## src/exec_pkg.sv

```systemverilog
package exec_pkg;

    localparam int NUM_REGS = 16;
    localparam int FLAG_Z   = 0;
    localparam int FLAG_N   = 1;

    typedef logic [31:0] word_t;     // data word, pc or immediate
    typedef logic [31:0] inst_t;
    typedef logic [3:0]  reg_idx_t;
    typedef logic [14:0] imm_fld_t;  // raw immediate field before sign extension
    typedef logic [1:0]  flags_t;    // [1] n, [0] z

    typedef enum logic [4:0] {
        OP_ADD   = 5'd0,
        OP_SUB   = 5'd1,
        OP_AND   = 5'd2,
        OP_OR    = 5'd3,
        OP_XOR   = 5'd4,
        OP_SHL   = 5'd5,
        OP_SHR   = 5'd6,
        OP_ADDI  = 5'd7,
        OP_MOVLR = 5'd8,
        OP_BEQ   = 5'd9,
        OP_BLT   = 5'd10,
        OP_JMP   = 5'd11,
        OP_JAL   = 5'd12
    } exec_op_t;

    // one retired instruction as held by the result stage
    typedef struct packed {
        word_t    pc;
        word_t    next_pc;
        reg_idx_t rd;
        word_t    wdata;
        logic     reg_wr;
        logic     flag_wr;
        flags_t   flags;
        logic     lr_wr;
        word_t    lr_data;
        logic     illegal;
    } retire_rec_t;

    function automatic logic is_alu_op(input exec_op_t op);
        return op inside {[OP_ADD:OP_ADDI]};
    endfunction

endpackage

```

## src/issue_if.sv

```systemverilog
`timescale 1ns/1ps

interface issue_if import exec_pkg::*; ();

    logic     valid;
    exec_op_t op;
    reg_idx_t rd;
    reg_idx_t ra;
    reg_idx_t rb;
    word_t    ra_data;
    word_t    rb_data;
    word_t    imm;
    word_t    pc;
    flags_t   flags;   // as read from the register file
    word_t    lr;

    modport decode (
        output valid, op, rd, ra, rb, ra_data, rb_data, imm, pc, flags, lr
    );

    modport execute (
        input valid, op, rd, ra, rb, ra_data, rb_data, imm, pc, flags, lr
    );

endinterface

```

## src/retire_if.sv

```systemverilog
`timescale 1ns/1ps

interface retire_if import exec_pkg::*; ();

    logic     valid;
    word_t    pc;
    word_t    next_pc;
    reg_idx_t rd;
    word_t    wdata;
    logic     reg_wr;
    logic     flag_wr;
    flags_t   flags;
    logic     lr_wr;
    word_t    lr_data;
    logic     illegal;

    modport execute (
        output valid, pc, next_pc, rd, wdata, reg_wr, flag_wr, flags, lr_wr, lr_data, illegal
    );

    modport result (
        input valid, pc, next_pc, rd, wdata, reg_wr, flag_wr, flags, lr_wr, lr_data, illegal
    );

endinterface

```

## src/alu.sv

```systemverilog
`timescale 1ns/1ps

module alu import exec_pkg::*; (
    input  word_t    a,
    input  word_t    b,
    input  exec_op_t op,
    output word_t    y,
    output flags_t   flags
);

    always_comb begin
        case (op)
            OP_ADD,
            OP_ADDI: y = a + b;   // b is the immediate for addi
            OP_SUB:  y = a - b;
            OP_AND:  y = a & b;
            OP_OR:   y = a | b;
            OP_XOR:  y = a ^ b;
            OP_SHL:  y = a << b[4:0];
            OP_SHR:  y = a >> b[4:0];
            default: y = '0;      // result unused for other ops
        endcase
    end

    always_comb begin
        flags         = '0;
        flags[FLAG_Z] = (y == '0);
        flags[FLAG_N] = y[31];
    end

endmodule

```

## src/branch_unit.sv

```systemverilog
`timescale 1ns/1ps

module branch_unit import exec_pkg::*; (
    input  exec_op_t op,
    input  flags_t   flags,
    input  word_t    pc,
    input  word_t    imm,
    input  word_t    ra_val,
    output word_t    next_pc,
    output logic     lr_wr,
    output word_t    lr_data
);

    word_t pc_4;
    word_t target;

    assign pc_4    = pc + 32'd4;
    assign target  = pc_4 + imm;
    assign lr_data = pc_4;   // return address for jal

    always_comb begin
        next_pc = pc_4;   // also covers illegal codes
        lr_wr   = 1'b0;
        case (op)
            OP_BEQ: next_pc = flags[FLAG_Z] ? target : pc_4;
            OP_BLT: next_pc = flags[FLAG_N] ? target : pc_4;
            OP_JMP: next_pc = ra_val;
            OP_JAL: begin
                next_pc = target;
                lr_wr   = 1'b1;
            end
            default: ;
        endcase
    end

endmodule

```

## src/exec_core_top.sv

```systemverilog
`timescale 1ns/1ps

module exec_core_top import exec_pkg::*; #(
    parameter int IN_CREDITS  = 2,
    parameter int OUT_CREDITS = 4
) (
    input  logic     clk,
    input  logic     rst_n,
    input  logic     in_valid,
    input  inst_t    in_inst,
    input  word_t    in_pc,
    output logic     in_credit,
    output logic     res_valid,
    output word_t    res_pc,
    output word_t    res_next_pc,
    output reg_idx_t res_rd,
    output word_t    res_wdata,
    output logic     res_reg_wr,
    output flags_t   res_flags,
    output logic     res_illegal,
    input  logic     out_credit
);

    reg_idx_t rd_a_idx;
    reg_idx_t rd_b_idx;
    word_t    rd_a_data;
    word_t    rd_b_data;
    flags_t   rd_flags;
    word_t    rd_lr;
    logic     wr_en;
    reg_idx_t wr_idx;
    word_t    wr_data;
    logic     fl_wr;
    flags_t   fl_data;
    logic     lr_wr;
    word_t    lr_data;
    logic     fwd_valid;
    reg_idx_t fwd_rd;
    logic     fwd_reg_wr;
    word_t    fwd_wdata;
    logic     fwd_flag_wr;
    flags_t   fwd_flags;
    logic     fwd_lr_wr;
    word_t    fwd_lr;

    issue_if  u_iss ();
    retire_if u_ret ();

    inst_decode #(
        .IN_CREDITS  (IN_CREDITS),
        .OUT_CREDITS (OUT_CREDITS)
    ) u_inst_decode (
        .clk        (clk),
        .rst_n      (rst_n),
        .in_valid   (in_valid),
        .in_inst    (in_inst),
        .in_pc      (in_pc),
        .out_credit (out_credit),
        .in_credit  (in_credit),
        .rd_a_idx   (rd_a_idx),
        .rd_b_idx   (rd_b_idx),
        .rd_a_data  (rd_a_data),
        .rd_b_data  (rd_b_data),
        .rd_flags   (rd_flags),
        .rd_lr      (rd_lr),
        .iss        (u_iss.decode)
    );

    reg_file u_reg_file (
        .clk       (clk),
        .rst_n     (rst_n),
        .rd_a_idx  (rd_a_idx),
        .rd_b_idx  (rd_b_idx),
        .rd_a_data (rd_a_data),
        .rd_b_data (rd_b_data),
        .rd_flags  (rd_flags),
        .rd_lr     (rd_lr),
        .wr_en     (wr_en),
        .wr_idx    (wr_idx),
        .wr_data   (wr_data),
        .fl_wr     (fl_wr),
        .fl_data   (fl_data),
        .lr_wr     (lr_wr),
        .lr_data   (lr_data)
    );

    execute u_execute (
        .clk         (clk),
        .rst_n       (rst_n),
        .iss         (u_iss.execute),
        .ret         (u_ret.execute),
        .fwd_valid   (fwd_valid),
        .fwd_rd      (fwd_rd),
        .fwd_reg_wr  (fwd_reg_wr),
        .fwd_wdata   (fwd_wdata),
        .fwd_flag_wr (fwd_flag_wr),
        .fwd_flags   (fwd_flags),
        .fwd_lr_wr   (fwd_lr_wr),
        .fwd_lr      (fwd_lr)
    );

    result_stage u_result_stage (
        .clk         (clk),
        .rst_n       (rst_n),
        .ret         (u_ret.result),
        .wr_en       (wr_en),
        .wr_idx      (wr_idx),
        .wr_data     (wr_data),
        .fl_wr       (fl_wr),
        .fl_data     (fl_data),
        .lr_wr       (lr_wr),
        .lr_data     (lr_data),
        .fwd_valid   (fwd_valid),
        .fwd_rd      (fwd_rd),
        .fwd_reg_wr  (fwd_reg_wr),
        .fwd_wdata   (fwd_wdata),
        .fwd_flag_wr (fwd_flag_wr),
        .fwd_flags   (fwd_flags),
        .fwd_lr_wr   (fwd_lr_wr),
        .fwd_lr      (fwd_lr),
        .res_valid   (res_valid),
        .res_pc      (res_pc),
        .res_next_pc (res_next_pc),
        .res_rd      (res_rd),
        .res_wdata   (res_wdata),
        .res_reg_wr  (res_reg_wr),
        .res_flags   (res_flags),
        .res_illegal (res_illegal)
    );

endmodule

```

## src/execute.sv

```systemverilog
`timescale 1ns/1ps

module execute import exec_pkg::*; (
    input  logic     clk,
    input  logic     rst_n,
    issue_if.execute iss,
    retire_if.execute ret,
    input  logic     fwd_valid,
    input  reg_idx_t fwd_rd,
    input  logic     fwd_reg_wr,
    input  word_t    fwd_wdata,
    input  logic     fwd_flag_wr,
    input  flags_t   fwd_flags,
    input  logic     fwd_lr_wr,
    input  word_t    fwd_lr
);

    word_t  ra_val;
    word_t  rb_val;
    word_t  lr_val;
    word_t  op_b;
    word_t  alu_y;
    word_t  bu_next_pc;
    word_t  bu_lr_data;
    flags_t fl_val;
    flags_t alu_flags;
    logic   bu_lr_wr;
    logic   alu_op;
    logic   legal;

    // own result register is one ahead, result stage two ahead; newest wins
    always_comb begin
        ra_val = iss.ra_data;
        rb_val = iss.rb_data;
        fl_val = iss.flags;
        lr_val = iss.lr;
        if (fwd_valid && fwd_reg_wr && fwd_rd == iss.ra)
            ra_val = fwd_wdata;
        if (fwd_valid && fwd_reg_wr && fwd_rd == iss.rb)
            rb_val = fwd_wdata;
        if (fwd_valid && fwd_flag_wr)
            fl_val = fwd_flags;
        if (fwd_valid && fwd_lr_wr)
            lr_val = fwd_lr;
        if (ret.valid && ret.reg_wr && ret.rd == iss.ra)
            ra_val = ret.wdata;
        if (ret.valid && ret.reg_wr && ret.rd == iss.rb)
            rb_val = ret.wdata;
        if (ret.valid && ret.flag_wr)
            fl_val = ret.flags;
        if (ret.valid && ret.lr_wr)
            lr_val = ret.lr_data;
    end

    assign alu_op = is_alu_op(iss.op);
    assign legal  = iss.op inside {[OP_ADD:OP_JAL]};
    assign op_b   = (iss.op == OP_ADDI) ? iss.imm : rb_val;

    alu u_alu (
        .a     (ra_val),
        .b     (op_b),
        .op    (iss.op),
        .y     (alu_y),
        .flags (alu_flags)
    );

    branch_unit u_branch_unit (
        .op      (iss.op),
        .flags   (fl_val),
        .pc      (iss.pc),
        .imm     (iss.imm),
        .ra_val  (ra_val),
        .next_pc (bu_next_pc),
        .lr_wr   (bu_lr_wr),
        .lr_data (bu_lr_data)
    );

    always_ff @(posedge clk) begin
        if (!rst_n)
            ret.valid <= 1'b0;
        else
            ret.valid <= iss.valid;
    end

    always_ff @(posedge clk) begin
        if (iss.valid) begin
            ret.pc      <= iss.pc;
            ret.next_pc <= bu_next_pc;
            ret.rd      <= iss.rd;
            ret.wdata   <= (iss.op == OP_MOVLR) ? lr_val : alu_y;
            ret.reg_wr  <= alu_op || (iss.op == OP_MOVLR);
            ret.flag_wr <= alu_op;
            ret.flags   <= alu_op ? alu_flags : fl_val;   // flag state after this op
            ret.lr_wr   <= bu_lr_wr;
            ret.lr_data <= bu_lr_data;
            ret.illegal <= !legal;
        end
    end

    a_op_known: assert property (@(posedge clk) disable iff (!rst_n)
        iss.valid |-> !$isunknown(iss.op));

endmodule

```

## src/inst_decode.sv

```systemverilog
`timescale 1ns/1ps

module inst_decode import exec_pkg::*; #(
    parameter int IN_CREDITS  = 2,
    parameter int OUT_CREDITS = 4
) (
    input  logic     clk,
    input  logic     rst_n,
    input  logic     in_valid,
    input  inst_t    in_inst,
    input  word_t    in_pc,
    input  logic     out_credit,
    output logic     in_credit,
    output reg_idx_t rd_a_idx,
    output reg_idx_t rd_b_idx,
    input  word_t    rd_a_data,
    input  word_t    rd_b_data,
    input  flags_t   rd_flags,
    input  word_t    rd_lr,
    issue_if.decode  iss
);

    localparam int PTR_W  = (IN_CREDITS > 1) ? $clog2(IN_CREDITS) : 1;
    localparam int QCNT_W = $clog2(IN_CREDITS + 1);
    localparam int CRED_W = $clog2(OUT_CREDITS + 1);

    inst_t             q_inst [IN_CREDITS];
    word_t             q_pc   [IN_CREDITS];
    logic [PTR_W-1:0]  wr_ptr;
    logic [PTR_W-1:0]  rd_ptr;
    logic [QCNT_W-1:0] q_cnt;
    logic [CRED_W-1:0] cred_cnt;   // result records we may still produce
    logic              q_empty;
    logic              q_full;
    logic              issue;
    logic              push;
    logic              pop;
    inst_t             head_inst;
    word_t             head_pc;
    imm_fld_t          imm_fld;

    function automatic logic [PTR_W-1:0] ptr_inc(input logic [PTR_W-1:0] p);
        return (p == PTR_W'(IN_CREDITS - 1)) ? '0 : p + 1'b1;
    endfunction

    assign q_empty = (q_cnt == '0);
    assign q_full  = (q_cnt == QCNT_W'(IN_CREDITS));

    // empty queue passes the arriving instruction straight to issue
    assign head_inst = q_empty ? in_inst : q_inst[rd_ptr];
    assign head_pc   = q_empty ? in_pc : q_pc[rd_ptr];
    assign issue     = (!q_empty || in_valid) && (cred_cnt != '0);
    assign push      = in_valid && !(q_empty && issue);
    assign pop       = issue && !q_empty;

    assign rd_a_idx = head_inst[22:19];
    assign rd_b_idx = head_inst[18:15];
    assign imm_fld  = head_inst[14:0];

    always_ff @(posedge clk) begin
        if (push) begin
            q_inst[wr_ptr] <= in_inst;
            q_pc[wr_ptr]   <= in_pc;
        end
    end

    always_ff @(posedge clk) begin
        if (!rst_n) begin
            wr_ptr    <= '0;
            rd_ptr    <= '0;
            q_cnt     <= '0;
            cred_cnt  <= CRED_W'(OUT_CREDITS);
            in_credit <= 1'b0;
            iss.valid <= 1'b0;
        end else begin
            if (push)
                wr_ptr <= ptr_inc(wr_ptr);
            if (pop)
                rd_ptr <= ptr_inc(rd_ptr);
            q_cnt     <= q_cnt + QCNT_W'(push) - QCNT_W'(pop);
            cred_cnt  <= cred_cnt - CRED_W'(issue) + CRED_W'(out_credit);
            in_credit <= issue;   // entry freed on issue
            iss.valid <= issue;
        end
    end

    always_ff @(posedge clk) begin
        if (issue) begin
            iss.op      <= exec_op_t'(head_inst[31:27]);
            iss.rd      <= head_inst[26:23];
            iss.ra      <= rd_a_idx;
            iss.rb      <= rd_b_idx;
            iss.ra_data <= rd_a_data;
            iss.rb_data <= rd_b_data;
            iss.imm     <= {{17{imm_fld[14]}}, imm_fld};
            iss.pc      <= head_pc;
            iss.flags   <= rd_flags;
            iss.lr      <= rd_lr;
        end
    end

    // sender must not spend a credit it does not hold
    a_no_full_write: assert property (@(posedge clk) disable iff (!rst_n)
        in_valid |-> !q_full);

    a_cred_limit: assert property (@(posedge clk) disable iff (!rst_n)
        cred_cnt <= CRED_W'(OUT_CREDITS));

    a_cred_return: assert property (@(posedge clk) disable iff (!rst_n)
        out_credit |-> (cred_cnt != CRED_W'(OUT_CREDITS)));

endmodule

```

## src/reg_file.sv

```systemverilog
`timescale 1ns/1ps

module reg_file import exec_pkg::*; (
    input  logic     clk,
    input  logic     rst_n,
    input  reg_idx_t rd_a_idx,
    input  reg_idx_t rd_b_idx,
    output word_t    rd_a_data,
    output word_t    rd_b_data,
    output flags_t   rd_flags,
    output word_t    rd_lr,
    input  logic     wr_en,
    input  reg_idx_t wr_idx,
    input  word_t    wr_data,
    input  logic     fl_wr,
    input  flags_t   fl_data,
    input  logic     lr_wr,
    input  word_t    lr_data
);

    word_t  regs [NUM_REGS];
    flags_t flags_q;
    word_t  lr_q;

    always_ff @(posedge clk) begin
        if (!rst_n) begin
            for (int i = 0; i < NUM_REGS; i++) begin
                regs[i] <= '0;
            end
            flags_q <= '0;
            lr_q    <= '0;
        end else begin
            if (wr_en)
                regs[wr_idx] <= wr_data;
            if (fl_wr)
                flags_q <= fl_data;
            if (lr_wr)
                lr_q <= lr_data;
        end
    end

    // write-through so decode sees the value retiring this cycle
    assign rd_a_data = (wr_en && wr_idx == rd_a_idx) ? wr_data : regs[rd_a_idx];
    assign rd_b_data = (wr_en && wr_idx == rd_b_idx) ? wr_data : regs[rd_b_idx];
    assign rd_flags  = fl_wr ? fl_data : flags_q;
    assign rd_lr     = lr_wr ? lr_data : lr_q;

endmodule

```

## src/result_stage.sv

```systemverilog
`timescale 1ns/1ps

module result_stage import exec_pkg::*; (
    input  logic     clk,
    input  logic     rst_n,
    retire_if.result ret,
    output logic     wr_en,
    output reg_idx_t wr_idx,
    output word_t    wr_data,
    output logic     fl_wr,
    output flags_t   fl_data,
    output logic     lr_wr,
    output word_t    lr_data,
    output logic     fwd_valid,
    output reg_idx_t fwd_rd,
    output logic     fwd_reg_wr,
    output word_t    fwd_wdata,
    output logic     fwd_flag_wr,
    output flags_t   fwd_flags,
    output logic     fwd_lr_wr,
    output word_t    fwd_lr,
    output logic     res_valid,
    output word_t    res_pc,
    output word_t    res_next_pc,
    output reg_idx_t res_rd,
    output word_t    res_wdata,
    output logic     res_reg_wr,
    output flags_t   res_flags,
    output logic     res_illegal
);

    retire_rec_t rec_q;
    logic        valid_q;

    always_ff @(posedge clk) begin
        if (!rst_n)
            valid_q <= 1'b0;
        else
            valid_q <= ret.valid;
    end

    always_ff @(posedge clk) begin
        if (ret.valid)
            rec_q <= '{ret.pc, ret.next_pc, ret.rd, ret.wdata, ret.reg_wr, ret.flag_wr,
                       ret.flags, ret.lr_wr, ret.lr_data, ret.illegal};
    end

    // register file write port qualified by the record valid
    assign wr_en   = valid_q && rec_q.reg_wr;
    assign wr_idx  = rec_q.rd;
    assign wr_data = rec_q.wdata;
    assign fl_wr   = valid_q && rec_q.flag_wr;
    assign fl_data = rec_q.flags;
    assign lr_wr   = valid_q && rec_q.lr_wr;
    assign lr_data = rec_q.lr_data;

    assign fwd_valid   = valid_q;
    assign fwd_rd      = rec_q.rd;
    assign fwd_reg_wr  = rec_q.reg_wr;
    assign fwd_wdata   = rec_q.wdata;
    assign fwd_flag_wr = rec_q.flag_wr;
    assign fwd_flags   = rec_q.flags;
    assign fwd_lr_wr   = rec_q.lr_wr;
    assign fwd_lr      = rec_q.lr_data;

    assign res_valid   = valid_q;
    assign res_pc      = rec_q.pc;
    assign res_next_pc = rec_q.next_pc;
    assign res_rd      = rec_q.rd;
    assign res_wdata   = rec_q.wdata;
    assign res_reg_wr  = rec_q.reg_wr;
    assign res_flags   = rec_q.flags;
    assign res_illegal = rec_q.illegal;

    a_no_illegal_wr: assert property (@(posedge clk) disable iff (!rst_n)
        ret.valid |-> !(ret.reg_wr && ret.illegal));

endmodule

```

## config.mk

```make
export PLATFORM = sky130hd
export DESIGN_NAME = exec_core_top
export DESIGN_NICKNAME = d
export VERILOG_FILES = /design/src/exec_pkg.sv /design/src/issue_if.sv /design/src/retire_if.sv /design/src/alu.sv /design/src/branch_unit.sv /design/src/exec_core_top.sv /design/src/execute.sv /design/src/inst_decode.sv /design/src/reg_file.sv /design/src/result_stage.sv
export SDC_FILE = /design/constraint.sdc
export NUM_CORES = 2
export LEC_CHECK = 0
export ABC_CLOCK_PERIOD_IN_PS = 20200
export BUFFER_PORTS_ARGS = -buffer_cell sky130_fd_sc_hd__buf_2
export CAP_MARGIN = 10
export CORE_MARGIN = 1.5
export CORE_UTILIZATION = 60
export CTS_BUF_LIST = sky130_fd_sc_hd__clkbuf_16
export DETAILED_ROUTE_END_ITERATION = 12
export PLACE_DENSITY = 0.77
export RECOVER_POWER = 25
export SKIP_CTS_REPAIR_TIMING = 1
export SYNTH_ARGS = -nofsm -noshare
export SYNTH_HDL_FRONTEND = slang
export SYNTH_SLANG_ARGS = --single-unit
```

## constraint.sdc

```tcl
create_clock -name clk -period 20.2 [get_ports clk]
set_clock_uncertainty 0.05 [all_clocks]
set_input_delay 2.02 -clock clk [delete_from_list [all_inputs] [get_ports clk]]
set_output_delay 2.02 -clock clk [all_outputs]
set_load 0.05 [all_outputs]
```

==> out/summary.json <==
{
  "pwr": {
    "max-vdd-ir-drop_uv": 174,
    "p_comb_share_pct": 51.3,
    "switching_share_pct": 44.9,
    "net-switching-power_uw": 5150,
    "pwr-share-clk_pct": 17.6,
    "power_frac_seq_pct": 31.1,
    "total_leakage_power_uw": 0.0247,
    "intPower_uw": 6330,
    "power.density_cell_area_nw_per_um2": 172
  },
  "synthesis": {
    "synthAdderAreaFrac_pct": 2.82,
    "synthesis.yosys.warnings": 0,
    "ys_ff_latch": 1119,
    "xor_xnor_share_of_the_synthesized_area_pct": 1.90,
    "postSynth.topFlopCell": "sky130_fd_sc_hd__edfxtp_1",
    "post_synth_cell_types": 96,
    "share_of_the_synthesized_area_in_compound_gates_ao_oa_aoi_oai_pct": 10.4,
    "post_synth_instance_area_sq_um": 61200,
    "asyncSetResetFlopFracSynth_pct": 0,
    "synth.avg_cell_area_sq_um": 12.1,
    "ys_seq_area_share_pct": 54.2,
    "syn_nets": 5278,
    "synth_top_family_by_area": "simple AND/OR/NAND/NOR gates",
    "synth_edf_count": 1074,
    "synthesis.instances": 5074,
    "synth-simple-area-share_pct": 15.1,
    "post_synth_mux_area_share_pct": 12.2
  },
  "grt": {
    "via_count_of_the_first_global_routing_pass": 43600,
    "grt.total_usage_pct": 39.9,
    "grt_remaining_overflow": 0,
    "grt_antenna_before_repair": 10,
    "grt_pass1_wl_um": 298000,
    "largest_net_degree_at_the_start_of_global_routing": 135
  },
  "cells_and_area": {
    "syn_to_final_growth_pct": 9.37,
    "nFillCells": 7298,
    "multi_input_comb_area_sq_um": 26300,
    "finalNetCount": 5287,
    "share_of_cells_above_drive_strength_1_pct": 16.2,
    "ff_latch_area_sq_um": 33200
  },
  "clocking": {
    "clock_h_tree_levels": 3,
    "clk_transition_reported_paths_ns": 0.06,
    "cts-buffers-inserted": 111,
    "clock-sinks": 1119,
    "insertion_delay_ns": 0.75,
    "cts_root_buffer": "sky130_fd_sc_hd__clkbuf_16",
    "max-clock-path-buffers": 3,
    "tritoncts": "built"
  },
  "floorplanning": {
    "die-width_um": 322,
    "placementRows": 116,
    "die_area_sq_um": 104000,
    "number_of_top_level_pins": 174,
    "core_area_sq_um": 101000,
    "die_y_um": 322,
    "start_util_pct": 60.8
  },
  "critical_path": {
    "r2r_slack_ns": 10.36,
    "worst-endpoint-arrival_ns": 10.32,
    "cp-startpoint": "u_execute.ret.valid",
    "startpoint_type": "flop",
    "cp.required_ns": 20.68,
    "crit-reg2reg-launch": "u_execute.ret.valid",
    "cp-endpoint": "u_execute.ret.flags[0]",
    "worst_setup_path_end_kind": "flop",
    "critical_path_class": "reg -> reg",
    "path_depth_of_the_worst_reg2reg_path": 24,
    "path_max_fanout": 39,
    "worstReg2RegEnd": "u_execute.ret.flags[0]"
  },
  "placement": {
    "port-buffer-count": 173,
    "placed_wire_length_estimate_after_detailed_placement_um": 138000,
    "placement.setup.worst_slack_ns": 11.92,
    "routabilityCongestion": 1.08
  },
  "detailed_routing": {
    "drcViolationCount": 0,
    "post_drt_via_cell_ratio": 7.00,
    "met3_wirelength_um": 28600,
    "highest_layer": "met5",
    "drt_first_pass_iters": 8,
    "route.met2.wl_um": 89700,
    "wl_met1_um": 79500,
    "vias": 45800,
    "drt.antenna.violating_nets": 0,
    "drt-wirelength-per-cell_um": 31.8,
    "routed_wl_um": 208000,
    "first_iteration_detailed_routing_drc_count": 7181
  },
  "timing": {
    "rsz0062_at_grt": "false",
    "final.setup.worst_slack_ns": 10.36,
    "timing.fmax_ghz": 0.102,
    "worst_hold_slack_ns": 0.365,
    "report.final.hold_viol_count": 0,
    "worst-slew-pin-transition_ns": 4.25,
    "finalCriticalPeriod_ns": 9.84,
    "tns_ns": 0,
    "number_of_setup_violations_in_the_final_report": 0,
    "max_slew_margin_pct": -183,
    "period_share_pct": 48.7,
    "timing.final.max_slew_violations": 292
  },
  "outcome": {
    "failed_checks": "capacitance limit, slew limit",
    "run_status": "finished with violations"
  },
  "hold_path": {
    "hold_class": "reg -> reg"
  },
  "job": {
    "cap_viol_max_count": 6
  }
}
-- how the worst min path moves through the flow --
stage                                    startpoint  slack [ns]  cells after the start                              to
after floorplan             u_inst_decode.iss.rd[0]        0.35                      0             u_execute.ret.rd[0]
after global placement         u_execute.ret.pc[16]        0.35                      0       u_result_stage.res_pc[16]
after detailed placement  u_execute.ret.next_pc[17]        0.35                      0  u_result_stage.res_next_pc[17]
after CTS                      u_execute.ret.pc[25]        0.37                      0       u_result_stage.res_pc[25]
after global routing       u_execute.ret.next_pc[4]        0.37                      0   u_result_stage.res_next_pc[4]
final                      u_execute.ret.next_pc[4]        0.37                      0   u_result_stage.res_next_pc[4]
-- synthesized netlist by cell type (all sizes together), types with 25 or more instances --
library cell	n	area share, %
a211oi	29	0.36
a21o	58	0.71
a21oi	170	1.4
a221o	25	0.41
a22oi	33	0.41
a31oi	111	1.1
and2	586	6.0
and3	120	1.2
buf	100	0.91
clkbuf	311	1.9
dfxtp	45	1.5
edfxtp	1074	53
ha	133	2.7
inv	100	0.62
mux2	66	1.2
mux2i	89	1.5
mux4	258	9.5
nand2	495	3.0
nand3	186	1.5
nor2	180	1.2
nor3	96	0.82
o211ai	61	0.76
o21ai	319	2.6
xnor2	98	1.4
xor2	34	0.49
-- critical path: stages (launching register included) --
cell and delay (ns):
sky130_fd_sc_hd__dfxtp_1 1.66, sky130_fd_sc_hd__nand3_1 0.98, sky130_fd_sc_hd__or2_2 0.88, sky130_fd_sc_hd__a31oi_2 0.42, sky130_fd_sc_hd__nor2_2 0.08, sky130_fd_sc_hd__buf_4 0.25, sky130_fd_sc_hd__clkinv_1 0.13, sky130_fd_sc_hd__buf_4 0.32
sky130_fd_sc_hd__nor2_1 0.16, sky130_fd_sc_hd__a21oi_1 0.21, sky130_fd_sc_hd__xnor2_1 0.10, sky130_fd_sc_hd__ha_1 0.37, sky130_fd_sc_hd__o21ai_0 0.12, sky130_fd_sc_hd__o21ai_0 0.18, sky130_fd_sc_hd__a2111oi_0 0.76, sky130_fd_sc_hd__o41ai_1 0.25
sky130_fd_sc_hd__a21oi_1 0.25, sky130_fd_sc_hd__o21ai_1 0.14, sky130_fd_sc_hd__o41ai_1 0.55, sky130_fd_sc_hd__o21ai_1 0.27, sky130_fd_sc_hd__o41ai_1 0.51, sky130_fd_sc_hd__mux2i_1 0.18, sky130_fd_sc_hd__a211oi_1 0.34, sky130_fd_sc_hd__nand2_1 0.11
sky130_fd_sc_hd__o32ai_2 0.24
-- state kept, by name (all words and copies together) (netlist names), 32 cells and up, named ones only --
signal,flops
u_execute.ret.lr_data,32
u_inst_decode.iss.pc,32
u_execute.ret.next_pc,32
u_inst_decode.q_pc,64
u_result_stage.res_next_pc,32
u_result_stage.fwd_lr,32
u_inst_decode.iss.lr,32
u_inst_decode.iss.ra_data,32
u_result_stage.fwd_wdata,32
u_execute.ret.wdata,32
u_reg_file.lr_q,32
u_inst_decode.iss.rb_data,32
u_inst_decode.q_inst,64
u_reg_file.regs,512
-- layout make-up --
class	count	share of cell area, %
Antenna cell	5	0.0187
Tap cell	1357	2.54
Multi-Input combinational cell	3443	39.3
Timing Repair Buffer	307	2.69
Clock buffer	111	4.15
Inverter	101	0.572
Sequential cell	1119	49.6
Clock inverter	99	1.15
-- per-layer routing --
layer | vias up | track usage [%]
li1 | 19200 | -
met4 | 6 | 16.6
met5 | - | 0
met2 | 3568 | 58.0
met1 | 22400 | 56.6
met3 | 617 | 11.2
-- per-stage QoR --
| stage | cells | util (%) | instance area (sq um) | total power, uW |
|---|---|---|---|---|
| CTS | 6537 | 66.6 | 67000 | 11300 |
| global route | 6538 | 66.5 | 66900 | 11900 |
| finish | 6542 | 66.5 | 66900 | 11500 |
| floorplan | 5074 | - | 61200 | 7350 |
| detailed placement | 6327 | 63.1 | 63400 | 9260 |
| global placement | 6327 | 63.1 | 63400 | 9210 |
-- power by group through the flow --
stage	combinational, uW	clock (uW)	sequential [uW]
2_1_floorplan	3830	0	3530
6_report	5890	2010	3570
5_1_grt	6200	2110	3590
3_5_place_dp	5680	0	3580
4_1_cts	5720	2030	3540
3_3_place_gp	5640	0	3570
-- placed cells by master (no fill, tap or decap), drive strengths merged, types with 170 or more instances in the layout --
| cell | synthesis | final |
|---|---|---|
| edfxtp | 1074 | 1074 |
| mux4 | 258 | 258 |
| nor2 | 180 | 180 |
| clkbuf | 311 | 179 |
| o21ai | 319 | 319 |
| nand2 | 495 | 495 |
| nand3 | 186 | 186 |
| and2 | 586 | 586 |
| buf | 100 | 239 |
| a21oi | 170 | 170 |
-- cell families (layout without fill, tap and decap cells) --
family	count (synthesis)	after routing
AND/OR/NAND/NOR	1774	1774
flip-flops	1119	1119
AO/OA/AOI/OAI	988	988
buffers and inverters	512	618
multiplexers	413	413
adder cells (fa/ha/maj)	136	136
XOR/XNOR	132	132
other	0	5
No activity file was read; power rests on OpenSTA's default activity.
